**config.mk**
```make
export PLATFORM = sky130hd
export DESIGN_NAME = fetch_ctrl_regs
export DESIGN_NICKNAME = d
export VERILOG_FILES = /design/src/common/fetch_pkg.sv /design/src/fetch/fetch_ctrl_regs.sv
export SDC_FILE = /design/constraint.sdc
export NUM_CORES = 1
export LEC_CHECK = 0
export ABC_AREA = 1
export BUFFER_PORTS_ARGS = -buffer_cell sky130_fd_sc_hd__buf_2
export CAP_MARGIN = 20
export CORE_ASPECT_RATIO = 0.9
export CORE_UTILIZATION = 45
export DETAILED_ROUTE_END_ITERATION = 8
export PLACE_DENSITY = 0.81
export SLEW_MARGIN = 20
export SYNTH_ARGS = -nofsm -noshare
export SYNTH_HDL_FRONTEND = slang
export SYNTH_SLANG_ARGS = --single-unit
export TNS_END_PERCENT = 100
```
**constraint.sdc**
```tcl
create_clock -name clk -period 0.8 [get_ports clk]
set_input_delay 0.08 -clock clk [delete_from_list [all_inputs] [get_ports clk]]
set_output_delay 0.08 -clock clk [all_outputs]
set_load 0.02 [all_outputs]
```
**src/common/fetch_pkg.sv**
```systemverilog
// Shared types for the instruction-fetch subsystem.
// Message structs for the memory, decode and control links, plus the tag
// layout helpers. Modules refer to these by scoped name.

`default_nettype none

package fetch_pkg;

  // ----------------------------------------------------------
  // basic words
  // ----------------------------------------------------------

  typedef logic [31:0] addr_t;
  typedef logic [31:0] inst_t;

  // tag carried on every memory request, echoed on the response
  localparam int unsigned tag_bits = 8;
  // epoch lives in the top tag bit
  localparam int unsigned tag_epoch_bit = tag_bits - 1;

  typedef logic [tag_bits-1:0] tag_t;

  // ----------------------------------------------------------
  // enums
  // ----------------------------------------------------------

  // reason for a squash, kept for decode bookkeeping
  typedef enum logic {
    squash_branch,
    squash_jump
  } squash_cause_e;

  // control register select
  typedef enum logic {
    reg_reset_vector,
    reg_run_enable
  } ctrl_reg_e;

  // ----------------------------------------------------------
  // messages
  // ----------------------------------------------------------

  typedef struct packed {
    addr_t addr;
    tag_t  tag;
  } mem_req_t;

  typedef struct packed {
    inst_t data;
    tag_t  tag;
  } mem_resp_t;

  // fetch to decode
  typedef struct packed {
    inst_t inst;
    addr_t pc;
  } fd_msg_t;

  // decode back to fetch
  typedef struct packed {
    logic          squash;
    squash_cause_e cause;
    addr_t         target;
  } redirect_t;

  typedef struct packed {
    logic        en;
    ctrl_reg_e   sel;
    logic [31:0] data;
  } ctrl_wr_t;

  // ----------------------------------------------------------
  // tag layout
  // ----------------------------------------------------------

  // epoch on top, wrapping sequence below (trace only)
  function automatic tag_t make_tag(input logic epoch, input logic [tag_bits-2:0] seq);
    return {epoch, seq};
  endfunction

  function automatic logic tag_epoch(input tag_t tag);
    return tag[tag_epoch_bit];
  endfunction

endpackage

`default_nettype wire

```
**src/fetch/fetch_ctrl_regs.sv**
```systemverilog
// Control registers for the fetch unit: reset vector and run enable.
// Written through a single strobe; also turns the rising edge of run
// into a one-cycle start pulse for the pc reload.

`timescale 1ns/1ps
`default_nettype none

module fetch_ctrl_regs (
  input  logic                 clk,
  input  logic                 arst_n,
  input  fetch_pkg::ctrl_wr_t  ctrl_wr,
  output fetch_pkg::addr_t     reset_vector,
  output logic                 run,
  output logic                 start
);

  // run delayed one cycle for edge detect
  logic run_d;

  always_ff @(posedge clk or negedge arst_n) begin
    if (!arst_n) begin
      reset_vector <= '0;
      run          <= 1'b0;
      run_d        <= 1'b0;
    end else begin
      run_d <= run;
      if (ctrl_wr.en) begin
        case (ctrl_wr.sel)
          // low two bits dropped, fetch is word aligned
          fetch_pkg::reg_reset_vector: reset_vector <= {ctrl_wr.data[31:2], 2'b00};
          fetch_pkg::reg_run_enable:   run          <= ctrl_wr.data[0];
          default:                     run          <= run;
        endcase
      end
    end
  end

  // high in the first cycle run reads 1
  assign start = run & ~run_d;

endmodule

`default_nettype wire

```
-- Yosys cells after proc, flatten, opt, wreduce, memory -nomap -nowiden
Index checks and enable logic that the tools add are counted.
- flip-flop bits (word level): 32
- input bits: 36
- logic and storage cells: 8
- output and inout port bits: 34
- bitwise logic cells: 3
- reductions and logical operators: 2
- operators with widths (cell ; number):
    $reduce_and 2->1 ; 2
    $not 1->1 ; 2
    $and 1x1->1 ; 1

-- Depth between registers and ports, before layout
Gate-level depths: netlist of run 1.
- depth after elaboration: 2
- mapped depth: 5
- mapped depth without buffers: 4

-- Worst setup path before layout of run 1
Ideal clock, no wire load.
- path type: register to output
- from: register run
- to: output start
- path buffers: 0
- arrival time: 0.804 ns
- stages on the path, launching flop included: 3
- setup slack: -0.084 ns
- path through: dfrtp_1 > inv_1 > nor2_1
- cells in the longest elaborated chain, start to end: 1
- ends and longest elaborated chain (item ; RTL line ; text):
    start, declared ; fetch_ctrl_regs.sv:13 ; output logic run,
    start signal, assigned ; fetch_ctrl_regs.sv:31 ; fetch_pkg::reg_run_enable: run <= ctrl_wr.data[0];
    start signal, assigned ; fetch_ctrl_regs.sv:32 ; default: run <= run;
    $and 1x1->1 ; fetch_ctrl_regs.sv:39 ; assign start = run & ~run_d;
    end, declared ; fetch_ctrl_regs.sv:14 ; output logic start
No other way between the ends.

-- Final worst setup path of run 1
Same ends and word-level chain as after synthesis.

==> results.yml, run 1 <==
final_layout:
  final_nets: 294
  fin_util: 0.846
  drive_gt1_frac: 0.398
  area_growth_pct: 78.0
  num-fill-cells: 155
  diodes: 0
  fin_cells: 299
synthesis:
  synth_top_family_by_area: "simple AND/OR/NAND/NOR gates"
  ys_types: 11
  synth-edff-count: 0
  avgSynthCellArea_sq_um: 9.20
  yosys.area.top_type: "dfrtp_1"
  synthFlopType: "dfrtp_1"
  yosysWarnings: 0
  yosys-top-cells-count: "nand2_1 (63), dfrtp_1 (32), nand3_1 (31)"
  synthMuxAreaShare: 0
  syn-instance-count: 143
  synth-async-reset-ratio: 1.00
  yosys.area_share.simple: 0.309
  synth.most_common_cell: "nand2_1"
  synth_xor_xnor_area_share: 0
  ys_seq_elements: 32
  synth_area_leaders: "dfrtp_1 (61%), nand2_1 (18%), nand3_1 (12%)"
  synth_top_area_share: 0.608
  synth-compound-area-share: 0
  syn_area_sq_um: 1320
  ys_seq_area_frac: 0.608
  synth_fa_ha_area_frac: 0
clock_tree:
  clockBufferDepth: 2
  cts_max_level: 2
  cts_tree: "built"
  cts_made_buffers: 5
  cts_root_buf: "clkbuf_4"
  path_clk_slew_ns: 0.09
  clkSinkCount: 32
  clk_latency_ns: 0.32
global_routing:
  antenna_found_initial: 0
  overflow: 0
  grt_max_degree: 31
  track_usage: 0.272
  grt_pass1_wl_mm: 6.09
  grt_pass1_vias: 1397
critical_path:
  reg2reg_to: "reset_vector[9]"
  crit_end: "start"
  r2r_cells: 4
  r2r-start: "reset_vector[9]"
  worstSetupPathType: "reg2out"
  worst_setup_path_end_kind: "primary output"
  cp.arrival_ns: 0.95
  cp-startpoint: "run"
  r2r_slack_ns: -0.06
  cpPeakStageDelay_ns: 0.43
  path_cells: "inv_2 > nor2_2 > buf_6"
  cp_slowest_cell: "dfrtp_2"
  startpoint_type: "flip-flop"
  critPathMaxFanout: 3
  required_ns: 0.72
drt:
  drcViolationCount: 0
  wl_mm: 4.05
  dr.pass1.iters: 4
  route.vias.total: 1396
  wl_per_cell_microns: 13.5
  drtAntennaViolNets: 0
  drt_iter0_drc: 41
  vias_per_cell: 4.67
timing:
  finClkSkew_ns: 0.0000431
  rsz0062_at_grt: "true"
  final_max_slew_viol_count: 0
  fmax_ghz: 0.966
  finalCritPeriodShare: 1.29
  setup_ws_ns: -0.235
  hold_viol_final: 0
  timing.final.crit_period_ns: 1.03
  setup_viol: 36
placement:
  dpl.hpwl_mm: 2.06
  gp_congestion: 0.717
  placed_cells: 247
  portBuffers: 66
die:
  fp.coreArea_sq_um: 2770
  io_pins: 70
  rows: 18
  die_w_microns: 59.0
  fp.dieArea_sq_um: 3150
  die_y_microns: 53.3
  initial_core_util: 0.475
power:
  swShare: 0.308
  seqPwrFrac: 0.453
  power_switching_uw: 1340
  ir_drop_v: 0.00120
  combPwrFrac: 0.328
  leakagePower_uw: 0.00128
  p_clk_frac: 0.220
  internal_power_uw: 3010
  powerDensity_nw_per_um2: 1850
job:
  drv_cap: 0
hold_path:
  hp-class: "in2reg"
  whs_path_depth: 3
status:
  status: "finished, violations left"
  violations: "setup timing"
-- stage by stage --
| step | TNS (ns) | cell area (sq um) | worst slack (ns) | hold WS, ns | total power (uW) |
|---|---|---|---|---|---|
| after floorplan | 0 | 1320 | 0.0492 | -0.216 | 2490 |
| after global placement | -0.0526 | 1670 | -0.00504 | 0.0426 | 2840 |
| after detailed placement | -0.132 | 1670 | -0.0154 | 0.0352 | 2860 |
| after CTS | -4.93 | 2290 | -0.241 | 0.00297 | 4260 |
| after global routing | -5.92 | 2340 | -0.279 | 0.0317 | 4540 |
| final | -4.90 | 2340 | -0.235 | 0.0107 | 4340 |
-- cell type report --
| cell class | instances | area (sq um) | area share |
|---|---|---|---|
| Clock buffer | 8 | 58.8 | 0.0251 |
| Tap cell | 40 | 50.0 | 0.0214 |
| Inverter | 2 | 7.51 | 0.00320 |
| Timing Repair Buffer | 119 | 1000 | 0.427 |
| Sequential cell | 32 | 802 | 0.342 |
| Multi-Input combinational cell | 98 | 424 | 0.181 |
-- routing by layer --
| layer | global-route usage | share of wire |
|---|---|---|
| met1 | 0.297 | 0.39 |
| met2 | 0.498 | 0.55 |
| met3 | 0.0562 | 0.040 |
| met4 | 0.139 | 0.028 |
| met5 | 0 | 0 |
-- logic make-up after synthesis --
| kind of cell | count (synthesis) |
|---|---|
| AND/OR/NAND/NOR | 96 |
| other | 1 |
| flip-flops | 32 |
| buffers and inverters | 14 |
-- worst min-delay path by stage --
stage,from,endpoint,slack (ns)
floorplan,arst_n,reset_vector[10],-0.22
global placement,arst_n,reset_vector[31],0.04
detailed placement,arst_n,reset_vector[31],0.04
CTS,ctrl_wr[32],run,0.003
global route,ctrl_wr[14],reset_vector[14],0.03
finish,ctrl_wr[17],reset_vector[17],0.01
-- state kept, by name (all words and copies together) (netlist names) --
signal	count
run_d	1
reset_vector	30
run	1
-- cell usage in the layout, fill, tap and decap left out --
master | netlist | layout
nand2_1 | 63 | 60
buf_2 | 3 | 35
buf_6 | 4 | 32
nand3_1 | 31 | 31
dfrtp_1 | 32 | 31
dlygate4sd3_1 | 0 | 30
buf_4 | 5 | 22
clkbuf_4 | 0 | 5
nand2_2 | 0 | 3
inv_2 | 1 | 2
conb_1 | 1 | 2
clkbuf_1 | 0 | 2
nor2_2 | 0 | 1
nand2_4 | 1 | 1
clkbuf_8 | 0 | 1
dfrtp_2 | 0 | 1
-- power groups by stage --
stage          Clock [uW]  Combinational, uW  Sequential, uW
4_1_cts               965               1330            1960
3_5_place_dp            0                908            1950
3_3_place_gp            0                891            1950
6_report              953               1420            1970
2_1_floorplan           0                288            2200
5_1_grt              1020               1530            1990
-- critical path, delay by kind of cell (launching register included) --
family | cells | cell delay (ns)
AND/OR/NAND/NOR | 1 | 0.03
flip-flops | 1 | 0.43
buffers and inverters | 2 | 0.17
-- repair_timing --
item / 4_1_cts / 5_1_grt
resized for setup: 63 / 4
pin swaps: 0 / 2
hold buffers: 30 / 0
hold endpoints to repair: 61 / 0
buffers inserted: 8 / 8
endpoints found under the setup margin: 32 / 35
Power figures use the tool's default switching activity.
==> run 2: changes to the inputs <==
--- a/config.mk
+++ b/config.mk
@@ -9,9 +9,9 @@
 export BUFFER_PORTS_ARGS = -buffer_cell sky130_fd_sc_hd__buf_2
 export CAP_MARGIN = 20
 export CORE_ASPECT_RATIO = 0.9
-export CORE_UTILIZATION = 45
+export CORE_UTILIZATION = 44
 export DETAILED_ROUTE_END_ITERATION = 8
-export PLACE_DENSITY = 0.81
+export PLACE_DENSITY = 0.8
 export SLEW_MARGIN = 20
 export SYNTH_ARGS = -nofsm -noshare
 export SYNTH_HDL_FRONTEND = slang
==> constraint.sdc (replaced) <==
create_clock -name clk -period 0.99 [get_ports clk]
set_input_delay 0.099 -clock clk [delete_from_list [all_inputs] [get_ports clk]]
set_output_delay 0.099 -clock clk [all_outputs]
set_load 0.02 [all_outputs]
==> run 2 against run 1 <==
  * The run still ends with setup timing left
  * Largest cell class unchanged
  * Clock skew about the same
  * Total power is 16% lower
  * Setup slack better by 0.17 ns
  * Critical path depth down 1
  * Non-clock buffer count shrank 15
  * Die area grew 2.2%
==> results.yml, run 2 (synthesis gave the netlist of run 1 again) <==
status:
  status: "finished, violations left"
  violations: "setup timing"
critical_path:
  startpoint_type: "flip-flop"
  critPathMaxFanout: 2
  required_ns: 0.89
  worst_setup_path_end_kind: "primary output"
  cp.arrival_ns: 0.96
  r2r_slack_ns: 0.03
  worstSetupPathType: "reg2out"
timing:
  rsz0062_at_grt: "true"
  setup_viol: 4
  finClkSkew_ns: 0.0000654
  timing.final.crit_period_ns: 1.06
  setup_ws_ns: -0.0697
  fmax_ghz: 0.944
  whs_ns: 0.00842
  finalCritPeriodShare: 1.07
  hold_viol_final: 0
  final_max_slew_viol_count: 0
placement:
  dpl.hpwl_mm: 2.01
  gp_congestion: 0.659
  portBuffers: 66
final_layout:
  area_growth_pct: 68.9
  regMostFlops: "reset_vector"
  largest_reg_flops: 30
  reg_top3: "reset_vector x30, run x1, run_d x1"
  drive_gt1_frac: 0.389
  final_cell_mix: "nand2_1 (62), buf_2 (34), dfrtp_1 (32), nand3_1 (31), buf_6 (31)"
  final_common_cell: "nand2_1"
  num-fill-cells: 192
  diodes: 0
  final_nets: 279
die:
  fp.coreArea_sq_um: 2790
  fp.dieArea_sq_um: 3210
  die_w_microns: 59.7
  rows: 18
  die_y_microns: 53.9
  initial_core_util: 0.471
  io_pins: 70
power:
  p_clk_frac: 0.263
  ir_drop_v: 0.00142
  powerDensity_nw_per_um2: 1640
  combPwrFrac: 0.299
  swShare: 0.294
  internal_power_uw: 2570
  leakagePower_uw: 0.00123
  seqPwrFrac: 0.438
  power_switching_uw: 1070
  power_uw: 3640
clock_tree:
  path_clk_slew_ns: 0.10
  clockBufferDepth: 2
  clkSinkCount: 32
  cts_max_level: 2
  cts_root_buf: "clkbuf_4"
  cts_tree: "built"
  clk_latency_ns: 0.32
  cts_made_buffers: 5
global_routing:
  grt_max_degree: 31
  grt_pass1_wl_mm: 5.07
  antenna_found_initial: 0
  grt_pass1_vias: 1158
  overflow: 0
  track_usage: 0.225
hold_path:
  hp-class: "in2reg"
drt:
  dr.pass1.iters: 4
  vias_per_cell: 4.56
  drt_iter0_drc: 58
  drtAntennaViolNets: 0
  route.vias.total: 1296
  wl_per_cell_microns: 13.3
  wl_mm: 3.78
  drcViolationCount: 0
job:
  drv_cap: 0
==> run 2: cell types whose count changed in the layout (fill, tap and decap cells not counted), moves of 2 or more <==
| cell | delta |
|---|---|
| dlygate4sd3_1 | -11 |
| buf_4 | -3 |
| nand2_1 | +2 |
| nand2_2 | -2 |
==> run 2: worst max-delay path: stages (launching register included) <==
cell and delay (ns):
dfrtp_1 0.38, buf_4 0.14, buf_6 0.12
==> run 2: cell type report <==
| class | count | area, sq um | share of cell area |
|---|---|---|---|
| inverter | 2 | 7.51 | 0.00338 |
| sequential | 32 | 801 | 0.360 |
| clock buffer | 6 | 41.3 | 0.0186 |
| tap | 40 | 50.0 | 0.0225 |
| multi-input combinational | 98 | 417 | 0.187 |
| clock inverter | 2 | 35.0 | 0.0158 |
| timing repair buffer | 104 | 872 | 0.392 |
==> run 2: metal layers <==
layer / global-route usage / share of wire
met1: 0.265 / 0.39
met2: 0.378 / 0.54
met3: 0.0817 / 0.056
met4: 0.0853 / 0.010
met5: 0 / 0
==> run 2: timing repair <==
item,CTS,global route
gates resized for setup,23,41
setup buffers,4,9
setup endpoints to repair,15,32
hold buffers,18,1
hold endpoints to repair,49,1
cloned,0,0
==> run 2: power by group through the flow <==
stage	registers [uW]	clock network [uW]	logic, uW
after floorplan	1780	0	231
after global placement	1570	0	714
after detailed placement	1570	0	728
after CTS	1560	980	881
after global routing	1610	1040	1170
final	1590	956	1090
==> run 2: per-stage QoR <==
stage | util | setup WS (ns) | std cells | cell area, sq um | setup TNS, ns
global placement | 0.595 | 0.178 | 244 | 1660 | 0
finish | 0.796 | -0.0697 | 284 | 2220 | -0.143
CTS | 0.723 | -0.0848 | 274 | 2020 | -0.0856
global route | 0.796 | -0.136 | 284 | 2220 | -0.943
detailed placement | 0.595 | 0.162 | 244 | 1660 | 0
floorplan | - | 0.0869 | 144 | 1320 | 0
==> run 2: path summary, 6_finish.rpt <==
kind                       depth (start not counted)              from          endpoint
setup / recovery                                   2               run               run
hold / removal                                     3       ctrl_wr[29]  reset_vector[29]
setup reg to reg                                   5               run               run
hold reg to reg                                    2  reset_vector[11]  reset_vector[11]
max in group asynchronous                          3            arst_n  reset_vector[21]
min in group asynchronous                          2            arst_n   reset_vector[6]
