`src/common/fetch_pkg.sv`:
```
// Shared types for the instruction-fetch subsystem.
// Message structs for the memory, decode and control links, plus the tag
// layout helpers. Modules refer to these by scoped name.

`default_nettype none

package fetch_pkg;

  // ----------------------------------------------------------
  // basic words
  // ----------------------------------------------------------

  typedef logic [31:0] addr_t;
  typedef logic [31:0] inst_t;

  // tag carried on every memory request, echoed on the response
  localparam int unsigned tag_bits = 8;
  // epoch lives in the top tag bit
  localparam int unsigned tag_epoch_bit = tag_bits - 1;

  typedef logic [tag_bits-1:0] tag_t;

  // ----------------------------------------------------------
  // enums
  // ----------------------------------------------------------

  // reason for a squash, kept for decode bookkeeping
  typedef enum logic {
    squash_branch,
    squash_jump
  } squash_cause_e;

  // control register select
  typedef enum logic {
    reg_reset_vector,
    reg_run_enable
  } ctrl_reg_e;

  // ----------------------------------------------------------
  // messages
  // ----------------------------------------------------------

  typedef struct packed {
    addr_t addr;
    tag_t  tag;
  } mem_req_t;

  typedef struct packed {
    inst_t data;
    tag_t  tag;
  } mem_resp_t;

  // fetch to decode
  typedef struct packed {
    inst_t inst;
    addr_t pc;
  } fd_msg_t;

  // decode back to fetch
  typedef struct packed {
    logic          squash;
    squash_cause_e cause;
    addr_t         target;
  } redirect_t;

  typedef struct packed {
    logic        en;
    ctrl_reg_e   sel;
    logic [31:0] data;
  } ctrl_wr_t;

  // ----------------------------------------------------------
  // tag layout
  // ----------------------------------------------------------

  // epoch on top, wrapping sequence below (trace only)
  function automatic tag_t make_tag(input logic epoch, input logic [tag_bits-2:0] seq);
    return {epoch, seq};
  endfunction

  function automatic logic tag_epoch(input tag_t tag);
    return tag[tag_epoch_bit];
  endfunction

endpackage

`default_nettype wire

```
`src/fetch/fetch_resp_buf.sv`:
```
// Response buffer between fetch and decode.
// Circular FIFO of instruction/pc pairs; pops on an fd transfer and is
// emptied in one cycle by flush. Reports its free count back to fetch.

`timescale 1ns/1ps
`default_nettype none

module fetch_resp_buf #(
  parameter int unsigned resp_depth = 4
) (
  input  logic                             clk,
  input  logic                             arst_n,
  input  logic                             push,
  input  fetch_pkg::fd_msg_t               push_msg,
  input  logic                             flush,
  output fetch_pkg::fd_msg_t               fd,
  output logic                             fd_val,
  input  logic                             fd_rdy,
  output logic [$clog2(resp_depth+1)-1:0]  free
);

  localparam int unsigned cnt_bits = $clog2(resp_depth + 1);
  localparam int unsigned ptr_bits = $clog2(resp_depth);

  fetch_pkg::fd_msg_t   entries [resp_depth];
  logic [ptr_bits-1:0]  wr_ptr;
  logic [ptr_bits-1:0]  rd_ptr;
  logic [cnt_bits-1:0]  count;
  logic                 pop;

  // head straight from the array, no bypass of a fresh push
  assign fd     = entries[rd_ptr];
  assign fd_val = count != '0;
  assign pop    = fd_val & fd_rdy;
  assign free   = cnt_bits'(resp_depth) - count;

  always_ff @(posedge clk) begin
    if (push) begin
      entries[wr_ptr] <= push_msg;
    end
  end

  always_ff @(posedge clk or negedge arst_n) begin
    if (!arst_n) begin
      wr_ptr <= '0;
      rd_ptr <= '0;
      count  <= '0;
    end else if (flush) begin
      // a pop in the flush cycle has already been taken by decode
      wr_ptr <= '0;
      rd_ptr <= '0;
      count  <= '0;
    end else begin
      if (push) begin
        wr_ptr <= wr_ptr + 1'b1;
      end
      if (pop) begin
        rd_ptr <= rd_ptr + 1'b1;
      end
      case ({push, pop})
        2'b10:   count <= count + 1'b1;
        2'b01:   count <= count - 1'b1;
        default: count <= count;
      endcase
    end
  end

  // ----------------------------------------------------------
  // checks
  // ----------------------------------------------------------

  // fetch reserves space per request, so a push never meets a full buffer
  a_no_push_full: assert property (@(posedge clk) disable iff (!arst_n)
    push |-> count < cnt_bits'(resp_depth));

  // decode side handshake: held head stays put unless flushed
  a_fd_stable: assert property (@(posedge clk) disable iff (!arst_n)
    fd_val && !fd_rdy && !flush |=> fd_val && $stable(fd));

endmodule

`default_nettype wire

```
`config.mk`:
```
export PLATFORM = sky130hd
export DESIGN_NAME = fetch_resp_buf
export DESIGN_NICKNAME = d
export VERILOG_FILES = /design/src/common/fetch_pkg.sv /design/src/fetch/fetch_resp_buf.sv
export SDC_FILE = /design/constraint.sdc
export NUM_CORES = 1
export LEC_CHECK = 0
export ABC_AREA = 1
export BUFFER_PORTS_ARGS = -buffer_cell sky130_fd_sc_hd__buf_2
export CORE_MARGIN = 2
export CORE_UTILIZATION = 38
export DETAILED_ROUTE_END_ITERATION = 10
export SETUP_SLACK_MARGIN = 0.05
export SKIP_LAST_GASP = 1
export SYNTH_ARGS = -nofsm -noshare
export SYNTH_HDL_FRONTEND = slang
export SYNTH_SLANG_ARGS = --single-unit
```
`constraint.sdc`:
```
create_clock -name clk -period 2.26 [get_ports clk]
set_input_delay 0.226 -clock clk [delete_from_list [all_inputs] [get_ports clk]]
set_output_delay 0.226 -clock clk [all_outputs]
set_load 0.02 [all_outputs]
```
[After elaboration in Yosys (flattened, before gate mapping)]
Memories as Yosys holds them, arrays and structs flattened.
Cells that the tools add are included.
Cells by class
  add/sub/neg operators: 5
  eq/ne operators: 2
  muxes and demuxes: 8
  bitwise operators: 1
  reduce and logical (&&, ||, !) cells: 4
Operator list (number)
  $mux W2: 4
  $pmux W3 S2: 1
  $reduce_bool A3 Y1: 2
  $add A2 B1 Y2 const B: 2
  $reduce_bool A2 Y1: 2
  $add A3 B1 Y3 const B: 1
  $mux W3: 1
  $sub A3 B1 Y3 const B: 1
  $sub A3 B3 Y3 const A: 1
  $eq A2 B1 Y1 const B: 1
  $eq A2 B2 Y1 const B: 1
  $mux W1: 2
  $and A1 B1 Y1: 1
Word-level totals
  bits in registers: 7
  RAM bits: 256
  output and inout port bits: 68
  memories: 1
Memories
  entries: words 4, bits a word 64, read ports 1, clocked after Yosys merged registers in 0, write ports 1, line fetch_resp_buf.sv:25  | fetch_pkg::fd_msg_t entries [resp_depth];

[Depth between registers and ports, before layout]
Gate-level depths: netlist of run 1.
  word-level depth: 5
  gate-level depth with buffers: 14
  mapped depth without buffers: 14

[Worst setup path after synthesis of run 1]
Ideal clock, no wire load.
  path type: register to register
  start: reg wr_ptr[0]
  end: mem entries[2][0] (netlist name) (enable)
  data arrival time: 1.921 ns
  required time: 1.842 ns
  setup slack: -0.079 ns
  stages on the path, launching flop included: 5
  buffers on the path: 0
  period minus slack after synthesis: 2.339 ns
  cells stage by stage: dfrtp_1 > inv_1 > ha_1 > nand2_1 > inv_1
RTL lines
  start: declaration: line fetch_resp_buf.sv:26  | logic [ptr_bits-1:0] wr_ptr;
  start signal: assignment: line fetch_resp_buf.sv:55  | wr_ptr <= wr_ptr + 1'b1;
  end: declaration: line fetch_resp_buf.sv:25
Straight into the memory's write port.

==> impl_metrics.tcl, run 1 <==
set metrics [dict create \
    dieArea_um2 27600 \
    grt_pass1_wl_um 35200 \
    routed-wl-met3_um 1010 \
    drtPass1Iterations 5 \
    ys_seq_area_frac 0.786 \
    ys.flop_type "edfxtp_1" \
    start_kind "register" \
    io_buffers 136 \
    grt_max_degree 65 \
    die_w_um 166 \
    ios 137 \
    timing.final.crit_share 0.949 \
    cp.required_ps 2030 \
    switching_share 0.287 \
    post-route-drc-count 0 \
    dpl.hpwl_um 11800 \
    synth_cell_type_count 21 \
    fin_tns_setup_ps 0 \
    clockBufferDepth 3 \
    area_growth_pct 31.7 \
    avgSynthCellArea_um2 14.5 \
    routed_wl_um 24600 \
    critPathCaptureType "output pin" \
    crit_family "buffers and inverters" \
    worstPathCellList "buf_12 -> buf_4 -> clkbuf_16 -> nor2_1 -> o22ai_1 -> buf_2" \
    dr_total_vias 6373 \
    intPower_w 0.00990 \
    place_congestion 0.800 \
    vdd_drop_max_uv 666 \
    route.top_layer_used "met4" \
    p_comb_frac 0.242 \
    max_stage_delay_ps 500 \
    clock-sinks 263 \
    path_clk_slew_ps 60 \
    synthesis.area_um2 10000 \
    finClkSkew_ps 18.7 \
    maxCapViolations 0 \
    slew_violations 0 \
    critPathSlowestCell "dfrtp_4" \
    period_needed_ps 2140 \
    synth_top_cell_by_area "edfxtp_1" \
    total_power_w 0.0139 \
    drt-met1-wl_um 10900 \
    antenna_found_initial 1 \
    ant_nets 0 \
    track_usage 0.162 \
    p_leak_nw 4.76 \
    worstMarginPinSlew_ps 479 \
    status "finished clean" \
    synth_top_area_frac 0.768 \
    max_freq_mhz 466 \
    grt_pass1_vias 6209 \
    synth_cells 690 \
    root_buffer "clkbuf_16" \
    synth_nets 766 \
    wire_per_inst_um 19.4 \
    clockPowerShare 0.351 \
    grt_remaining_overflow 0 \
    yosysMostFrequentCell "edfxtp_1" \
    finalNetCount 988 \
    yosysWarnings 0 \
    slew-limit-headroom 0.680 \
    ys_ff_latch 263 \
    wl_met2_um 12200 \
    synth_common_cells "edfxtp_1, nor2_1, o21ai_0, o22ai_1, o21ai_1" \
    p_switching_w 0.00399 \
    hp-class "in2reg" \
    power_density_nw_per_um2 1050 \
    path_max_fanout 16 \
    synthArstFlopShare 0.0266 \
    worstSetupPathType "reg2out" \
    stdcell_count 1269 \
    finalSetupViolations 0 \
    chipHeight_um 166 \
    core-area_um2 26000 \
    seq_power_share 0.407 \
    cp.arrival_ps 1920 \
    drive_gt1_frac 0.247 \
    cts_tree "done" \
    routed_via_density 5.02 \
    rsz0062_at_grt "true" \
    cts_buffers 28 \
    clkLatencyLatePin_ps 540 \
    drt-initial-drc-count 419 \
    initial_core_util 0.385 \
    rows 59 \
    path_buf_inv 4 \
    post_synth_main_area_contributors "edfxtp_1, nor2_1, o21ai_0" \
    hold_viol_final 0 \
    htree_levels 1 \
    synth_edf_count 256 \
    place_inst 1133 \
]
flip-flops by register name, summed over array words and instances, names as in the netlist:
| signal | cells |
|---|---|
| entries | 256 |
| count | 3 |
| wr_ptr | 2 |
| rd_ptr | 2 |
metal layers:
metal / up-vias / global-route usage
met4: 0 / 0.0476
met2: 163 / 0.274
met1: 3129 / 0.217
li1: 3044 / -
met3: 37 / 0.0250
met5: - / 0
power groups by stage:
stage / sequential, W / clock [W] / combinational (W)
3_3_place_gp: 0.00577 / 0 / 0.00270
3_5_place_dp: 0.00577 / 0 / 0.00271
6_report: 0.00566 / 0.00487 / 0.00336
2_1_floorplan: 0.00575 / 0 / 0.00184
4_1_cts: 0.00569 / 0.00499 / 0.00298
5_1_grt: 0.00568 / 0.00517 / 0.00361
metrics by stage:
stage | utilization | instance area (um2) | setup slack, ps | hold WS (ps)
global placement | 0.427 | 11100 | 397 | 77.9
CTS | 0.495 | 12900 | 43.2 | 37.9
finish | 0.507 | 13200 | 116 | 64.6
global route | 0.507 | 13200 | 25.5 | 70.7
floorplan | - | 10000 | 51.2 | -69.6
detailed placement | 0.427 | 11100 | 350 | 77.0
cells in the final DEF, fill, tap and decap left out, drive strengths merged, types with 3 or more instances in the layout:
cell type and instances:
buf 164, bufinv 5, clkbuf 46, clkinv 4
clkinvlp 4, dfrtp 7, dlygate4sd3 66, edfxtp 256
ha 6, inv 16, nand2 21, nand3 5
nand4 3, nor2 132, o21ai 130, o22ai 64
tightest hold or removal path, stage by stage:
cell and delay, ps:
buf_2 160, nand3_1 90, o21ai_0 80
what timing repair did:
item                       CTS  global route
setup buffers                2             6
setup endpoints to repair   64            40
pin swaps                    0             2
hold endpoints to repair   264             0
hold buffers                66             0
gates cloned                 3             7
resized for setup            8            24
cells by family after synthesis:
family	Yosys count	share of synthesized area
simple gates	162	0.0625
buf+inv	62	0.0359
flops	263	0.786
xor+xnor	1	0.000875
fa+ha+maj	7	0.00950
compound gates	195	0.106
final timing paths:
check / start / end / slack [ps] / depth (start not counted)
max in group asynchronous: arst_n / rd_ptr[0]$_DFFE_PN0P_ / 1970 / 2
min in group asynchronous: arst_n / wr_ptr[1]$_DFFE_PN0P_ / 80 / 2
worst min register to register: count[1]$_DFFE_PN0P_ / count[1]$_DFFE_PN0P_ / 590 / 2
worst max register to register: count[0]$_DFFE_PN0P_ / count[2]$_DFFE_PN0P_ / 340 / 12
worst min-delay path: push / wr_ptr[1]$_DFFE_PN0P_ / 60 / 3
worst max-delay path: rd_ptr[0]$_DFFE_PN0P_ / fd[60] / 120 / 6
layout make-up:
cell class / instances / area [um2]
Fill cell: 2232 / 12800
Timing Repair Buffer: 235 / 1960
Clock buffer: 41 / 821
Multi-Input combinational cell: 365 / 1830
Clock inverter: 10 / 176
Inverter: 17 / 87.6
Antenna cell: 1 / 2.50
Sequential cell: 263 / 7870
Timing Repair inverter: 2 / 17.5
Tap cell: 335 / 419
Note: power is estimated with default switching activity, not from simulation.
==> inputs of run 2 (changes only) <==
--- a/config.mk
+++ b/config.mk
@@ -5,12 +5,12 @@
 export SDC_FILE = /design/constraint.sdc
 export NUM_CORES = 1
 export LEC_CHECK = 0
-export ABC_AREA = 1
 export BUFFER_PORTS_ARGS = -buffer_cell sky130_fd_sc_hd__buf_2
 export CORE_MARGIN = 2
 export CORE_UTILIZATION = 38
 export DETAILED_ROUTE_END_ITERATION = 10
 export SETUP_SLACK_MARGIN = 0.05
+export SKIP_CTS_REPAIR_TIMING = 1
 export SKIP_LAST_GASP = 1
 export SYNTH_ARGS = -nofsm -noshare
 export SYNTH_HDL_FRONTEND = slang
==> constraint.sdc (replaced) <==
create_clock -name clk -period 2.2 [get_ports clk]
set_input_delay 0.22 -clock clk [delete_from_list [all_inputs] [get_ports clk]]
set_output_delay 0.22 -clock clk [all_outputs]
set_load 0.02 [all_outputs]
==> run 2 against run 1 <==
Effect of this change:
- the run now ends with negative setup slack left
- cell area down 3.1%
- routed wire length down 24%
- first-iteration DRC count down 33%
- critical path depth down 2
- clock skew down 11 ps
- critical path type unchanged
- largest cell class unchanged
- largest power group unchanged
==> impl_metrics.tcl, run 2 <==
set metrics [dict create \
    status "finished with violations" \
    violations "negative setup slack" \
    multi_input_area_um2 1770 \
    timing.final.crit_share 1.01 \
    register_area_um2 7870 \
    finClkSkew_ps 7.76 \
    track_usage 0.133 \
    rows 58 \
    area_growth_pct 31.2 \
    yosysMostFrequentCell "edfxtp_1" \
    htree_levels 1 \
    vdd_drop_max_uv 625 \
    grt.busiest_layer "met2" \
    grtUsageMet3 0.0313 \
    max_freq_mhz 451 \
    place_congestion 0.731 \
    synth_nets 462 \
    initial_core_util 0.387 \
    grt_pass1_vias 4819 \
    fin_tns_setup_ps -65.2 \
    hold_viol_final 0 \
    ys_ff_latch 263 \
    worstPathCellList "buf_12 -> buf_12 -> mux4_2 -> buf_2" \
    cts_buffers 28 \
    io_buffers 136 \
    grtUsageMet2 0.241 \
    cp.arrival_ps 1990 \
    path_clk_slew_ps 60 \
    clkLatencyLatePin_ps 520 \
    ant_nets 0 \
    synth_top_cell_by_area "edfxtp_1" \
    worstMarginPinSlew_ps 469 \
    slew_violations 0 \
    maxCapViolations 0 \
    chipHeight_um 164 \
    die_w_um 164 \
    p_leak_nw 4.40 \
    period_needed_ps 2210 \
    grt_max_degree 39 \
    synth_common_cells "edfxtp_1, mux4_2, nor2_1" \
    critPathSlowestCell "mux4_2" \
    slew-limit-headroom 0.687 \
    fillers 1989 \
    largest_reg_flops 256 \
    grt_pass1_wl_um 27100 \
    start_kind "register" \
    ys_seq_area_frac 0.808 \
    synth_cell_type_count 21 \
    dieArea_um2 26900 \
    core-area_um2 25200 \
    worstSetupPathType "reg2out" \
    power_density_nw_per_um2 1100 \
    wire_per_inst_um 19.1 \
    synth_top_area_frac 0.790 \
    routed_wl_um 18800 \
    top_register "entries" \
    post-route-drc-count 0 \
    grt_remaining_overflow 0 \
    dr_total_vias 4771 \
    critPathCaptureType "output pin" \
    ys.flop_type "edfxtp_1" \
    clockBufferDepth 3 \
    ios 137 \
    fin_ws_ps -15.0 \
    antenna_found_initial 1 \
    synth_cells 386 \
    cp_common_cell "buf_12" \
    avgSynthCellArea_um2 25.2 \
    cts_tree "done" \
    finalSetupViolations 12 \
    cp.required_ps 1980 \
    drtPass1Iterations 4 \
    synthArstFlopShare 0.0266 \
    clock-sinks 263 \
    dp_slack_ps -56.4 \
    hp-class "in2async" \
    dpl.hpwl_um 11200 \
    synth_edf_count 256 \
    max_stage_delay_ps 530 \
    yosysWarnings 0 \
    reg_top3 "entries x256, count x3" \
    post_synth_main_area_contributors "edfxtp_1, mux4_2, dfrtp_1" \
    routed_via_density 4.86 \
    rsz0062_at_grt "true" \
    met1_usage 0.159 \
    finalNetCount 705 \
    drt-initial-drc-count 280 \
    synthesis.area_um2 9730 \
    mostFrequentLayoutCells "edfxtp_1, buf_2, dlygate4sd3_1, mux4_2, clkbuf_16" \
    drive_gt1_frac 0.435 \
    root_buffer "clkbuf_16" \
    final_common_cell "edfxtp_1" \
    path_max_fanout 10 \
]
## run 2: cell types whose count changed after synthesis, sizes merged, moves of 3 or more
cell,previous run,this run
nor2,132,9
mux2i,0,3
clkbuf,18,2
inv,17,7
and2,0,5
mux4,0,64
o22ai,64,0
nand2,21,0
nand4,3,0
buf,27,15
o21ai,130,0
nand3,5,0
## run 2: area by class of cell
class | count | share of cell area
Antenna cell | 1 | 0.000196
Clock buffer | 34 | 0.0583
Clock inverter | 17 | 0.0127
Inverter | 7 | 0.00206
Multi-Input combinational cell | 99 | 0.139
Sequential cell | 263 | 0.616
Tap cell | 330 | 0.0323
Timing Repair Buffer | 230 | 0.139
## run 2: where the power goes
part / internal [W] / switching [W] / leakage, nW
Clock: 0.00275 / 0.00180 / 0.443
Combinational: 0.00175 / 0.00184 / 1.52
Sequential: 0.00578 / 0.0000824 / 2.44
## run 2: final timing paths
kind | from | endpoint | slack [ps] | cells after the start
worst max register to register | count[1]$_DFFE_PN0P_ | count[2]$_DFFE_PN0P_ | 50 | 9
worst max-delay path | rd_ptr[0]$_DFFE_PN0P_ | fd[31] | -10 | 4
max in group asynchronous | arst_n | rd_ptr[0]$_DFFE_PN0P_ | 1960 | 2
worst min-delay path | arst_n | count[0]$_DFFE_PN0P_ | 60 | 2
min in group clk | fd_rdy | rd_ptr[1]$_DFFE_PN0P_ | 80 | 4
worst min register to register | wr_ptr[1]$_DFFE_PN0P_ | wr_ptr[1]$_DFFE_PN0P_ | 620 | 2
## run 2: metrics by stage
step | power, W | hold slack (ps) | cell area [um2] | util | instances
after floorplan | 0.00813 | -75.6 | 9740 | - | 386
after global placement | 0.00906 | 57.4 | 11000 | 0.436 | 852
after detailed placement | 0.00912 | 66.4 | 11000 | 0.436 | 852
after CTS | 0.0137 | -493 | 11900 | 0.472 | 903
after global routing | 0.0146 | 65.9 | 12800 | 0.507 | 981
final | 0.0140 | 59.2 | 12800 | 0.507 | 981
## run 2: critical path, delay by kind of cell, from the launching register on
kind | cells | cell delay (ps)
buffers and inverters | 3 | 490
DFF | 1 | 440
muxes | 1 | 530
## run 2: routing by layer
layer | share of wire | vias up | wire length, um
met3 | 0.053 | 32 | 991
met4 | 0.017 | 0 | 328
li1 | - | 2115 | -
met2 | 0.53 | 135 | 9860
met1 | 0.40 | 2489 | 7590
met5 | 0 | - | 0
## run 2: cells by family after synthesis
logic type | synth area share
adder cells (fa/ha/maj) | 0.00977
flip-flops | 0.808
multiplexers | 0.153
AND/OR/NAND/NOR | 0.0103
XOR/XNOR | 0.00360
buffers and inverters | 0.0152
