<file path="config.mk">
export PLATFORM = sky130hd
export DESIGN_NAME = fetch_unit
export DESIGN_NICKNAME = d
export VERILOG_FILES = /design/src/common/fetch_pkg.sv /design/src/fetch/fetch_unit.sv
export SDC_FILE = /design/constraint.sdc
export NUM_CORES = 1
export LEC_CHECK = 0
export CAP_MARGIN = 20
export CORE_MARGIN = 8
export CORE_UTILIZATION = 50
export DETAILED_ROUTE_END_ITERATION = 12
export DONT_BUFFER_PORTS = 1
export REMOVE_ABC_BUFFERS = 1
export SYNTH_ARGS = -nofsm -noshare
export SYNTH_HDL_FRONTEND = slang
export SYNTH_SLANG_ARGS = --single-unit
</file>
<file path="constraint.sdc">
create_clock -name clk -period 2.9 [get_ports clk]
set_input_delay 0.58 -clock clk [delete_from_list [all_inputs] [get_ports clk]]
set_output_delay 0.58 -clock clk [all_outputs]
set_load 0.005 [all_outputs]
</file>
<file path="src/common/fetch_pkg.sv">
// Shared types for the instruction-fetch subsystem.
// Message structs for the memory, decode and control links, plus the tag
// layout helpers. Modules refer to these by scoped name.

`default_nettype none

package fetch_pkg;

  // ----------------------------------------------------------
  // basic words
  // ----------------------------------------------------------

  typedef logic [31:0] addr_t;
  typedef logic [31:0] inst_t;

  // tag carried on every memory request, echoed on the response
  localparam int unsigned tag_bits = 8;
  // epoch lives in the top tag bit
  localparam int unsigned tag_epoch_bit = tag_bits - 1;

  typedef logic [tag_bits-1:0] tag_t;

  // ----------------------------------------------------------
  // enums
  // ----------------------------------------------------------

  // reason for a squash, kept for decode bookkeeping
  typedef enum logic {
    squash_branch,
    squash_jump
  } squash_cause_e;

  // control register select
  typedef enum logic {
    reg_reset_vector,
    reg_run_enable
  } ctrl_reg_e;

  // ----------------------------------------------------------
  // messages
  // ----------------------------------------------------------

  typedef struct packed {
    addr_t addr;
    tag_t  tag;
  } mem_req_t;

  typedef struct packed {
    inst_t data;
    tag_t  tag;
  } mem_resp_t;

  // fetch to decode
  typedef struct packed {
    inst_t inst;
    addr_t pc;
  } fd_msg_t;

  // decode back to fetch
  typedef struct packed {
    logic          squash;
    squash_cause_e cause;
    addr_t         target;
  } redirect_t;

  typedef struct packed {
    logic        en;
    ctrl_reg_e   sel;
    logic [31:0] data;
  } ctrl_wr_t;

  // ----------------------------------------------------------
  // tag layout
  // ----------------------------------------------------------

  // epoch on top, wrapping sequence below (trace only)
  function automatic tag_t make_tag(input logic epoch, input logic [tag_bits-2:0] seq);
    return {epoch, seq};
  endfunction

  function automatic logic tag_epoch(input tag_t tag);
    return tag[tag_epoch_bit];
  endfunction

endpackage

`default_nettype wire

</file>
<file path="src/fetch/fetch_unit.sv">
// Fetch unit: pc sequencing, request issue to instruction memory, in-flight
// accounting, and epoch filtering of responses before they go to the buffer.
// Sits between fetch_ctrl_regs, inst_mem and fetch_resp_buf.

`timescale 1ns/1ps
`default_nettype none

module fetch_unit #(
  parameter int unsigned opaq_bits  = 8,
  parameter int unsigned resp_depth = 4
) (
  input  logic                             clk,
  input  logic                             arst_n,
  input  fetch_pkg::addr_t                 reset_vector,
  input  logic                             run,
  input  logic                             start,
  input  fetch_pkg::redirect_t             redirect,
  output fetch_pkg::mem_req_t              mem_req,
  output logic                             mem_req_val,
  input  logic                             mem_req_rdy,
  input  fetch_pkg::mem_resp_t             mem_resp,
  input  logic                             mem_resp_val,
  output logic                             mem_resp_rdy,
  output logic                             push,
  output fetch_pkg::fd_msg_t               push_msg,
  output logic                             flush,
  input  logic [$clog2(resp_depth+1)-1:0]  buf_free
);

  localparam int unsigned cnt_bits = $clog2(resp_depth + 1);
  // resp_depth is a power of two, so pointers wrap on their own
  localparam int unsigned ptr_bits = $clog2(resp_depth);
  // only opaq_bits-1 sequence bits are meaningful below the epoch
  localparam logic [fetch_pkg::tag_bits-2:0] seq_mask =
    (fetch_pkg::tag_bits-1)'((1 << (opaq_bits - 1)) - 1);

  fetch_pkg::addr_t                 pc;
  logic                             epoch;
  logic [fetch_pkg::tag_bits-2:0]   seq;
  logic [cnt_bits-1:0]              inflight;

  // pcs of outstanding requests, oldest at rd_ptr
  fetch_pkg::addr_t                 pc_q [resp_depth];
  logic [ptr_bits-1:0]              wr_ptr;
  logic [ptr_bits-1:0]              rd_ptr;

  logic squash;
  logic req_fire;
  logic resp_fire;
  logic epoch_ok;

  // ----------------------------------------------------------
  // request side
  // ----------------------------------------------------------

  assign squash = redirect.squash;

  // start cycle only reloads the pc, first request goes out next cycle
  // inflight + occupancy < depth, written as inflight < free
  assign mem_req_val  = run & ~start & ~squash & (inflight < buf_free);
  assign mem_req.addr = pc;
  assign mem_req.tag  = fetch_pkg::make_tag(epoch, seq);

  assign req_fire  = mem_req_val & mem_req_rdy;

  // ----------------------------------------------------------
  // response side
  // ----------------------------------------------------------

  // space is reserved at issue time, never back-pressure memory
  assign mem_resp_rdy = 1'b1;
  assign resp_fire    = mem_resp_val & mem_resp_rdy;

  // stale epoch or a squash this cycle means drop
  assign epoch_ok      = fetch_pkg::tag_epoch(mem_resp.tag) == epoch;
  assign push          = resp_fire & epoch_ok & ~squash;
  assign push_msg.inst = mem_resp.data;
  assign push_msg.pc   = pc_q[rd_ptr];

  assign flush = squash;

  always_ff @(posedge clk) begin
    if (req_fire) begin
      pc_q[wr_ptr] <= pc;
    end
  end

  // ----------------------------------------------------------
  // state
  // ----------------------------------------------------------

  always_ff @(posedge clk or negedge arst_n) begin
    if (!arst_n) begin
      // matches the reset value of the reset vector register
      pc       <= '0;
      epoch    <= 1'b0;
      seq      <= '0;
      inflight <= '0;
      wr_ptr   <= '0;
      rd_ptr   <= '0;
    end else begin
      // restart takes priority over a redirect
      if (start) begin
        pc <= reset_vector;
      end else if (squash) begin
        pc <= {redirect.target[31:2], 2'b00};
      end else if (req_fire) begin
        pc <= pc + 32'd4;
      end

      // both squash causes handled the same here
      if (squash) begin
        epoch <= ~epoch;
      end

      if (req_fire) begin
        seq    <= (seq + 1'b1) & seq_mask;
        wr_ptr <= wr_ptr + 1'b1;
      end

      // dropped responses still retire their queue slot
      if (resp_fire) begin
        rd_ptr <= rd_ptr + 1'b1;
      end

      case ({req_fire, resp_fire})
        2'b10:   inflight <= inflight + 1'b1;
        2'b01:   inflight <= inflight - 1'b1;
        default: inflight <= inflight;
      endcase
    end
  end

  // ----------------------------------------------------------
  // checks
  // ----------------------------------------------------------

  // issue limit together with buffer free count bounds the outstanding set
  a_inflight_bound: assert property (@(posedge clk) disable iff (!arst_n)
    inflight <= cnt_bits'(resp_depth));

  // a squash points the next request at the word-aligned target
  a_squash_target: assert property (@(posedge clk) disable iff (!arst_n)
    redirect.squash && !start |=> mem_req.addr == {$past(redirect.target[31:2]), 2'b00});

endmodule

`default_nettype wire

</file>
Word level (Yosys, flattened, before mapping)
Memory sizes are Yosys's and may differ from the RTL's. Cells that the tools add are included.

Reductions and logical operators: 2. Divide/modulo/power cells: 0. Shift operators: 0. Eq/ne operators: 3. Multiply operators: 0. Mux-type cells: 6. Bitwise gates (word level): 9. Magnitude comparators: 1. Add/subtract/negate cells: 6.

Operator list (number): $mux W32 (3); $add A32 B3 Y32 const B (1); $add A7 B1 Y7 const B (1); $and A1 B1 Y1 (6); $pmux W3 S2 (1); $add A2 B1 Y2 const B (2); $add A3 B1 Y3 const B (1); $lt A3 B3 Y1 (1); $not A1 Y1 (3); $reduce_bool A3 Y1 (1); $sub A3 B1 Y3 const B (1); $eq A2 B1 Y1 const B (1); $eq A2 B2 Y1 const B (1); $mux W1 (2); $reduce_bool A2 Y1 (1); $eq A1 B1 Y1 (1).

Input bits: 115. RAM bits: 128. Output and inout port bits: 108. ROM bits: 0. Bits in latches: 0. Word-level logic and storage cells: 34. Memories kept: 1. Flip-flop bits (word level): 47.

Memory list: pc_q (words 4, bits a word 32, rd ports 1, clocked after memory_dff 0, write ports 1, line fetch_unit.sv:43) `fetch_pkg::addr_t pc_q [resp_depth];`.

Logic depth before layout (Yosys ltp)
Gate-level depths: netlist of run 1.

Depth after elaboration: 8. Gate-level depth with buffers: 12. Mapped depth without buffers: 12.

Worst setup path after synthesis of run 1
No wires, ideal clock.

Path kind: in2reg. Start: in buf_free[2]. End: reg inflight[2]. Setup time: 0.079 ns. Data required time: 2.821 ns. Setup slack: 0.277 ns. Data arrival time: 2.544 ns. Stages on the path: 12. Buffers on the path: 0. Cell sequence: inv_1 ha_1 nand2_1 o2111ai_2 nor2_2 inv_2 ha_1 inv_1 fa_1 xor2_1 nor2_1 xor2_1.

Cells in the longest elaborated chain, start to end: 5. Elaborated cells between the ends (all ways): 7. Classes of those cells: order compare: 1; eq/ne: 2; mux: 1; bitwise: 2; reduce/logical: 1.

Ends and longest elaborated chain: start, declared (line fetch_unit.sv:27) `input logic [$clog2(resp_depth+1)-1:0] buf_free`; $lt A3 B3 Y1 * (line fetch_unit.sv:60) `assign mem_req_val = run & ~start & ~squash & (inflight < buf_free);`; $and A1 B1 Y1 * (line fetch_unit.sv:60); $and A1 B1 Y1 * (line fetch_unit.sv:64) `assign req_fire = mem_req_val & mem_req_rdy;`; $eq A2 B1 Y1 or $eq A2 B2 Y1 (tied branches) (line fetch_unit.sv:126) `case ({req_fire, resp_fire})`; $pmux W3 S2 or $reduce_bool A2 Y1 (tied branches); end signal, assigned (line fetch_unit.sv:127) `2'b10: inflight <= inflight + 1'b1;`; end signal, assigned (line fetch_unit.sv:128) `2'b01: inflight <= inflight - 1'b1;`; end signal, assigned (line fetch_unit.sv:129) `default: inflight <= inflight;`; end, declared (line fetch_unit.sv:40) `logic [cnt_bits-1:0] inflight;`.

Mark *: on every way between the ends. The rest lies on a longest branch, timed or not. A chain may end at the register's enable or synchronous reset.

Worst setup path in the final report of run 1
Start: reg pc[4]. End: reg pc[17].

Cells in the longest elaborated chain, start to end: 4.

Ends and longest elaborated chain: start, declared (line fetch_unit.sv:37) `fetch_pkg::addr_t pc;`; start signal, assigned (line fetch_unit.sv:104) `pc <= reset_vector;`; start signal, assigned (line fetch_unit.sv:106) `pc <= {redirect.target[31:2], 2'b00};`; start signal, assigned (line fetch_unit.sv:108) `pc <= pc + 32'd4;`; $add A32 B3 Y32 (line fetch_unit.sv:108); $mux W32 (line fetch_unit.sv:107) `end else if (req_fire) begin`; $mux W32 (line fetch_unit.sv:105) `end else if (squash) begin`; $mux W32 (line fetch_unit.sv:103) `if (start) begin`.

No other way between the ends. The select of a mux whose other input is x is not followed.

==> results of run 1 <==
-- per-stage QoR --
| step | hold WS [ns] | cell area (um^2) | cells |
|---|---|---|---|
| after global placement | 0.286 | 8150 | 740 |
| final | 0.00839 | 8800 | 774 |
| after CTS | 0.00265 | 8800 | 773 |
| after detailed placement | 0.286 | 8150 | 740 |
| after global routing | 0.0156 | 8800 | 773 |
| after floorplan | 0.284 | 7650 | 497 |
-- power by group --
| part | internal (W) | switching (W) |
|---|---|---|
| clock | 0.00145 | 0.000952 |
| combinational | 0.000675 | 0.000710 |
| sequential | 0.00292 | 0.000314 |
-- registers in the layout, summed over array words and instances (netlist names) --
name,count
seq,7
epoch,1
rd_ptr,2
pc_q,128
pc,32
wr_ptr,2
inflight,3
-- cells in the mapped netlist, drive strengths merged (3+ instances only) --
master,count
a22o,3
o21ai,18
buf,45
o21a,5
mux2i,6
ha,9
nand2b,4
nor2b,3
and3,13
edfxtp,128
o2111ai,6
nand2,40
xor2,14
a211o,3
nor3,10
nor2,21
a21oi,18
dfrtp,47
xnor2,14
a211oi,4
clkbuf,15
inv,13
nand4,14
o22ai,5
a22oi,12
nand3,21
mux4,32
o211ai,3
-- cell type report --
class	count	area, um^2
diodes	1	2.50
clock buffers	19	433
clock inverters	13	186
fillers	1320	6970
inverters	13	48.8
multi-input cells	309	2590
flip-flops and latches	175	5020
well taps	216	270
repair buffers	28	243
-- layer usage --
layer	GRT usage	share of wire
met5	0.0393	0.0060
met4	0.0867	0.025
met3	0.0965	0.11
met2	0.318	0.46
met1	0.263	0.39
-- cell usage in the layout, fill, tap and decap left out, drive strengths merged, types with 18 or more instances in the layout --
cell / Yosys / final
nand2: 40 / 40
clkbuf: 15 / 19
edfxtp: 128 / 128
buf: 45 / 28
o21ai: 18 / 18
mux4: 32 / 32
nand3: 21 / 21
nor2: 21 / 21
a21oi: 18 / 18
dfrtp: 47 / 47
-- path summary, 6_finish.rpt --
kind                                to  depth (start not counted)
setup / recovery                pc[17]                          5
max in group asynchronous       pc[12]                          1
hold reg to reg            inflight[2]                          1
setup reg to reg                pc[17]                          5
hold / removal                  seq[0]                          1
min in group clk             rd_ptr[0]                          1
-- critical path, delay by kind of cell, from the launching register on --
family | cells | cell delay (ns)
AO/OA/AOI/OAI | 2 | 0.24
flip-flops | 1 | 0.61
AND/OR/NAND/NOR | 3 | 1.45
-- cell families (layout without fill, tap and decap cells) --
kind of cell,after synthesis,count (layout),share of synthesized area
adders and majority gates,10,10,0.0165
xor gates and xnor gates,28,28,0.0305
muxes,40,40,0.100
DFF,175,175,0.625
buffers and inverters,73,73,0.0527
other,1,2,0.000467
AOI/OAI and AO/OA,96,96,0.0840
and+or+nand+nor,134,134,0.0905
==> out/metrics.cfg, run 1 <==
[run_status]
outcome=finished, final reports clean

[power_and_ir_drop]
power_density_nw_per_um2=798
ir_drop_mv=0.455
power_w=0.00703
cellLeakagePower_nw=3.13

[setup_path]
end_kind=register
slowest_delay_ns=0.89
crit_slowest_cell=nor4_1
timing.rr.start=pc[4]
path_cells=nand3_4 -> nor4_1 -> nor4b_1 -> a221oi_1 -> o21ai_1
crit_type=register to register
required_ns=3.25
critPathLaunch=pc[4]
crit_fanout=10
start_kind=register
r2r_slack_ns=0.52
crit_arrival_ns=2.73

[detailed_routing]
num_vias=4807
first_iter_violations=377
dr.pass1.iters=5
wl_um=21100
drc_errors=0
via_per_inst=6.21
drt.antenna.violating_nets=0
wl_per_cell_um=27.3

[cells_and_area]
finalNetCount=669
syn_to_final_growth_pct=9.60
final_util=0.558
drive_gt1_frac=0.203

[timing]
final_hold_viol_count=0
slew_violations=0
post-route-min-period_ns=2.38
tightestPinTransition_ns=0.974
relSlewSlack=0.345
grt_setup_unrepaired=false
setup_ws_ns=0.518
max_freq_mhz=420
finalSetupTns_ns=0
period_share=0.821
setup_viol=0
fin_skew_ns=0.0100

[clock_network]
cts_buffer_depth=2
cts_root_buffer=clkbuf_16
cts_made_buffers=17
cts_resized=0
tritoncts=done
clock_sinks=175
cts.clk_slew.worst_paths_ns=0.07
clock_latency_ns=0.42
cts_max_level=4
cts_hold_buf=1
cts_setup_buffers=0

[global_routing]
grt_pass1_wl_um=31500
grt_max_degree=48
grt-ovfl-total=0
grt_use_total=0.214
grt_pass1_vias=4907
antenna_found_initial=1

[logic_synthesis]
synth_flop_cell=edfxtp_1
synth_cell_type_count=63
synthTopCellsByArea=edfxtp_1 48%, dfrtp_1 15%, mux4_2 9.0%, buf_4 3.3%, nand2_1 1.9%
yosysTopAreaCell=edfxtp_1
yosysWarningCount=0
syn-instance-count=557
yosysTopAreaCellShare=0.479
async_reset_ff_frac=0.269
syn-mean-instance-area_um2=14.4
yosysSeqAreaShare=0.625
syn-cell-area_um2=8030
synth_edf_count=128
synth_seq_cells=175

[place]
hpwlAfterDp_um=14500
place_ws_ns=0.343
gp_congestion=0.825
io_buffers=0

[die]
ios=223
die_w_um=143
dieArea_um2=20400
rows=46
initial_core_util=0.509
fp.coreArea_um2=15800
dieHeight_um=143

[job]
max_cap_viol_count=0

[hold_path]
hold_class=primary input to async pin

(Power assumes the default switching activity.)
==> run 2, diff against run 1 <==
==> constraint.sdc (replaced) <==
create_clock -name clk -period 2.3 [get_ports clk]
set_input_delay 0.46 -clock clk [delete_from_list [all_inputs] [get_ports clk]]
set_output_delay 0.46 -clock clk [all_outputs]
set_load 0.005 [all_outputs]
==> run 2 against run 1 <==
Against the previous run: clock skew is essentially flat; non-clock buffer count up 21; via count is 2.1% higher; sequential cell count unchanged; largest power group unchanged.
==> out/metrics.cfg, run 2 (synthesis gave the netlist of run 1 again) <==
[setup_path]
crit_arrival_ns=2.51
critical-path-top-delay-family=adder cells
path_cells=ha_4 -> nor2b_1 -> o2111ai_4 -> nor2_2 -> inv_2 -> ha_4 -> inv_1 -> fa_2 -> o21ai_0
crit_slowest_cell=fa_2
required_ns=2.64
slowest_delay_ns=0.44
crit_fanout=3
crit_type=register to register
path_buf_inv=2
start_kind=register
r2r_slack_ns=0.12
crit_top_cell=ha_4
end_kind=register

[detailed_routing]
drc_errors=0
num_vias=4907
wl_per_cell_um=27.1
dr.pass1.iters=7
via_per_inst=6.18
drt.antenna.violating_nets=0
first_iter_violations=407
wl_um=21500

[cells_and_area]
syn_to_final_growth_pct=13.6
largest_reg_flops=128
layout_common_cells=128 x edfxtp_1, 44 x dfrtp_1, 39 x nand2_1
fin_area_um2=9120
reg_top3=pc_q: 128 flops, pc: 32 flops, seq: 7 flops
drive_gt1_frac=0.237
mostFrequentLayoutCell=edfxtp_1
max_flop_register=pc_q
finalNetCount=690
fin_cells=794

[die]
fp.coreArea_um2=15800
dieHeight_um=143
ios=223
dieArea_um2=20400
rows=46
initial_core_util=0.509
die_w_um=143

[power_and_ir_drop]
cellLeakagePower_nw=3.25
power_density_nw_per_um2=984
seq_power_share=0.441
ir_drop_mv=0.540
p_comb_frac=0.226
power.share.clock=0.333
power.switching_w=0.00248
switching_share=0.277
p_int_w=0.00649

[timing]
period_share=0.946
setup_ws_ns=0.124
hold_slack_ns=0.123
finalSetupTns_ns=0
fin_skew_ns=0.00954
final_hold_viol_count=0
slew_violations=0
setup_viol=0
post-route-min-period_ns=2.18
max_freq_mhz=460
grt_setup_unrepaired=false

[place]
hpwlAfterDp_um=14900
gp_congestion=0.838
place_ws_ns=-0.0214
dpl.cell_count=760
place_area_um2=8410
io_buffers=0

[global_routing]
grt-ovfl-total=0
grt_pass1_wl_um=32100
grt_pass1_vias=5122
antenna_found_initial=0
grt_max_degree=48
grt_use_total=0.218

[job]
max_cap_viol_count=0

[clock_network]
cts_max_level=4
cts_buffer_depth=2
tritoncts=done
clock_sinks=175
cts.clk_slew.worst_paths_ns=0.07
cts_made_buffers=17
clock_latency_ns=0.42
cts_setup_buffers=0
cts_root_buffer=clkbuf_16

[hold_path]
hold_class=primary input to register

[run_status]
outcome=finished, final reports clean

## run 2: cell type report
cell class                 instances  area, um^2
timing repair buffer              49         515
fill                            1286        6650
antenna                            1        2.50
sequential                       175        5020
multi-input combinational        309        2650
inverter                          13        48.8
clock buffer                      21         450
clock inverter                    10         163
tap                              216         270
## run 2: power by group through the flow
stage / Clock, W / Combinational (W) / Sequential, W
final: 0.00299 / 0.00203 / 0.00396
after global routing: 0.00316 / 0.00223 / 0.00399
after CTS: 0.00304 / 0.00204 / 0.00395
after detailed placement: 0 / 0.00200 / 0.00401
after global placement: 0 / 0.00194 / 0.00400
after floorplan: 0 / 0.00111 / 0.00419
## run 2: through the flow
step / total power (W) / utilization
after CTS: 0.00902 / 0.575
after detailed placement: 0.00601 / 0.533
after global placement: 0.00594 / 0.533
after global routing: 0.00938 / 0.578
after floorplan: 0.00530 / -
final: 0.00897 / 0.578
## run 2: worst paths after layout
path	start	to	cells past startpoint
max reg2reg	inflight[2]	inflight[1]	9
max in group asynchronous	arst_n	rd_ptr[1]	2
min in group asynchronous	arst_n	seq[5]	2
min reg2reg	inflight[0]	inflight[0]	1
min	mem_resp_val	rd_ptr[0]	1
max	inflight[2]	inflight[1]	9
## run 2: layer usage
| layer | track usage | vias to the layer above | routed length [um] |
|---|---|---|---|
| met1 | 0.266 | 2479 | 8370 |
| met4 | 0.0811 | 4 | 450 |
| met3 | 0.103 | 37 | 2460 |
| met5 | 0.0393 | - | 108 |
| met2 | 0.328 | 252 | 10100 |
| li1 | - | 2135 | - |
## run 2: what timing repair did
action / in CTS / in global routing
endpoints found under the setup margin: 0 / 2
endpoints found under the hold margin: 47 / 0
gates resized for setup: 0 / 8
hold buffers: 2 / 0
==> run 3, diff against run 2 <==
--- a/config.mk
+++ b/config.mk
@@ -5,9 +5,8 @@
 export SDC_FILE = /design/constraint.sdc
 export NUM_CORES = 1
 export LEC_CHECK = 0
-export CAP_MARGIN = 20
 export CORE_MARGIN = 8
-export CORE_UTILIZATION = 50
+export CORE_UTILIZATION = 45
 export DETAILED_ROUTE_END_ITERATION = 12
 export DONT_BUFFER_PORTS = 1
 export REMOVE_ABC_BUFFERS = 1
==> run 3 against run 2 <==
Against the previous run: register-to-register slack improved by 0.02 ns; sequential cell count unchanged; worst setup slack better by 0.017 ns; power shrank 1.0%; first-iteration DRC count rose by 0.49%; hold slack lost 0.0093 ns; sequential power about the same; clock power is 5% lower; design area barely moved; combinational power up 3%; via count is 1.1% higher; largest power group unchanged.
==> out/metrics.cfg, run 3 (synthesis gave the netlist of run 1 again) <==
[setup_path]
setup.worst_path.end=inflight[2]
crit_type=register to register
critPathLaunch=inflight[2]
crit_arrival_ns=2.52
required_ns=2.66
r2r_slack_ns=0.14
end_kind=register
r2r-end=inflight[2]
start_kind=register
timing.rr.start=inflight[2]
crit_fanout=2
reg2reg_depth=11

[global_routing]
grt-ovfl-total=0
grt_pass1_wl_um=32300
grt_pass1_vias=5126
grt_use_total=0.200
grt_max_degree=48
antenna_found_initial=0

[place]
place_area_um2=8460
io_buffers=0
gp_congestion=0.818
hpwlAfterDp_um=15300

[die]
dieArea_um2=22400
ios=223
fp.coreArea_um2=17700
dieHeight_um=150
rows=49
die_w_um=150
initial_core_util=0.453

[clock_network]
cts_max_level=4
cts_buffer_depth=2
cts_root_buffer=clkbuf_16
clock_sinks=175
cts.clk_slew.worst_paths_ns=0.07
tritoncts=done
cts_made_buffers=17
clock_latency_ns=0.43

[cells_and_area]
finalNetCount=695
reg_top3=pc_q: 128 flops, pc: 32 flops, seq: 7 flops
final_util=0.515
layout_common_cells=128 x edfxtp_1, 45 x dfrtp_1, 41 x buf_4
drive_gt1_frac=0.239
max_flop_register=pc_q
antenna_cells=0
syn_to_final_growth_pct=13.5
mostFrequentLayoutCell=edfxtp_1
largest_reg_flops=128
fin_area_um2=9120

[detailed_routing]
via_per_inst=6.12
wl_um=21900
first_iter_violations=409
wl_per_cell_um=27.0
drt.antenna.violating_nets=0
drc_errors=0
num_vias=4962
dr.pass1.iters=5

[timing]
fin_skew_ns=0.00732
hold_slack_ns=0.113
final_hold_viol_count=0
grt_setup_unrepaired=false
relSlewSlack=0.482
setup_viol=0
period_share=0.939
post-route-min-period_ns=2.16
max_freq_mhz=463
slew_violations=0
finalSetupTns_ns=0
tightestPinTransition_ns=0.774

[power_and_ir_drop]
cellLeakagePower_nw=3.27
power_density_nw_per_um2=974
power_w=0.00888
ir_drop_mv=0.594

[hold_path]
hold_class=primary input to register

[run_status]
outcome=finished, final reports clean

[job]
max_cap_viol_count=0

==> run 3: cell count changes in the layout (fill, tap and decap cells not counted), sizes merged <==
cell      delta
clkinv       +4
buf          +5
diode        -1
clkbuf       -3
clkinvlp     -1
inv          +1
bufinv       -1
==> run 3: how the worst min path moves through the flow <==
stage | startpoint | to | slack (ns) | cells after the start
final | mem_resp_val | rd_ptr[0] | 0.11 | 1
after global routing | mem_resp_val | rd_ptr[0] | 0.11 | 1
after CTS | mem_resp_val | rd_ptr[0] | 0.10 | 1
after detailed placement | arst_n | seq[6] | 0.17 | 0
after global placement | arst_n | seq[6] | 0.17 | 0
after floorplan | arst_n | epoch | 0.16 | 0
==> run 3: critical path: stages (launching register included) <==
cell	delay (ns)
dfrtp_1	0.41
ha_4	0.28
nand2_1	0.07
o2111ai_2	0.20
nor2_2	0.06
inv_2	0.07
ha_4	0.12
inv_1	0.04
fa_1	0.37
xor2_1	0.15
nor2_1	0.15
xor2_1	0.15
==> run 3: cell type report <==
type,count,area [um^2]
Fill cell,1443,8600
Sequential cell,175,5020
Multi-Input combinational cell,309,2620
Timing Repair Buffer,54,566
Clock buffer,18,429
Tap cell,229,287
Clock inverter,13,145
Inverter,13,48.8
==> run 3: routing by layer <==
| layer | routed length, um | GRT usage | part of all wire |
|---|---|---|---|
| met4 | 622 | 0.0909 | 0.028 |
| met1 | 8310 | 0.235 | 0.38 |
| met2 | 10300 | 0.307 | 0.47 |
| met5 | 46 | 0.0159 | 0.0021 |
| met3 | 2670 | 0.0937 | 0.12 |
==> run 3: through the flow <==
| step | setup slack, ns | std cells |
|---|---|---|
| 2_1_floorplan | -0.235 | 497 |
| 3_3_place_gp | 0.0125 | 776 |
| 3_5_place_dp | -0.00196 | 776 |
| 4_1_cts | 0.0730 | 809 |
| 5_1_grt | 0.0150 | 811 |
| 6_report | 0.141 | 811 |
==> run 3: timing repair <==
action                                  4_1_cts  5_1_grt
setup buffers                                 0        2
endpoints found under the setup margin        0        1
hold endpoints to repair                     47        0
gates resized for setup                       0        3
hold buffers                                  2        0
==> run 3: where the power goes <==
part	internal, W	total (W)	switching, W
clock	0.00169	0.00285	0.00117
combinational	0.000997	0.00210	0.00110
sequential	0.00369	0.00393	0.000238
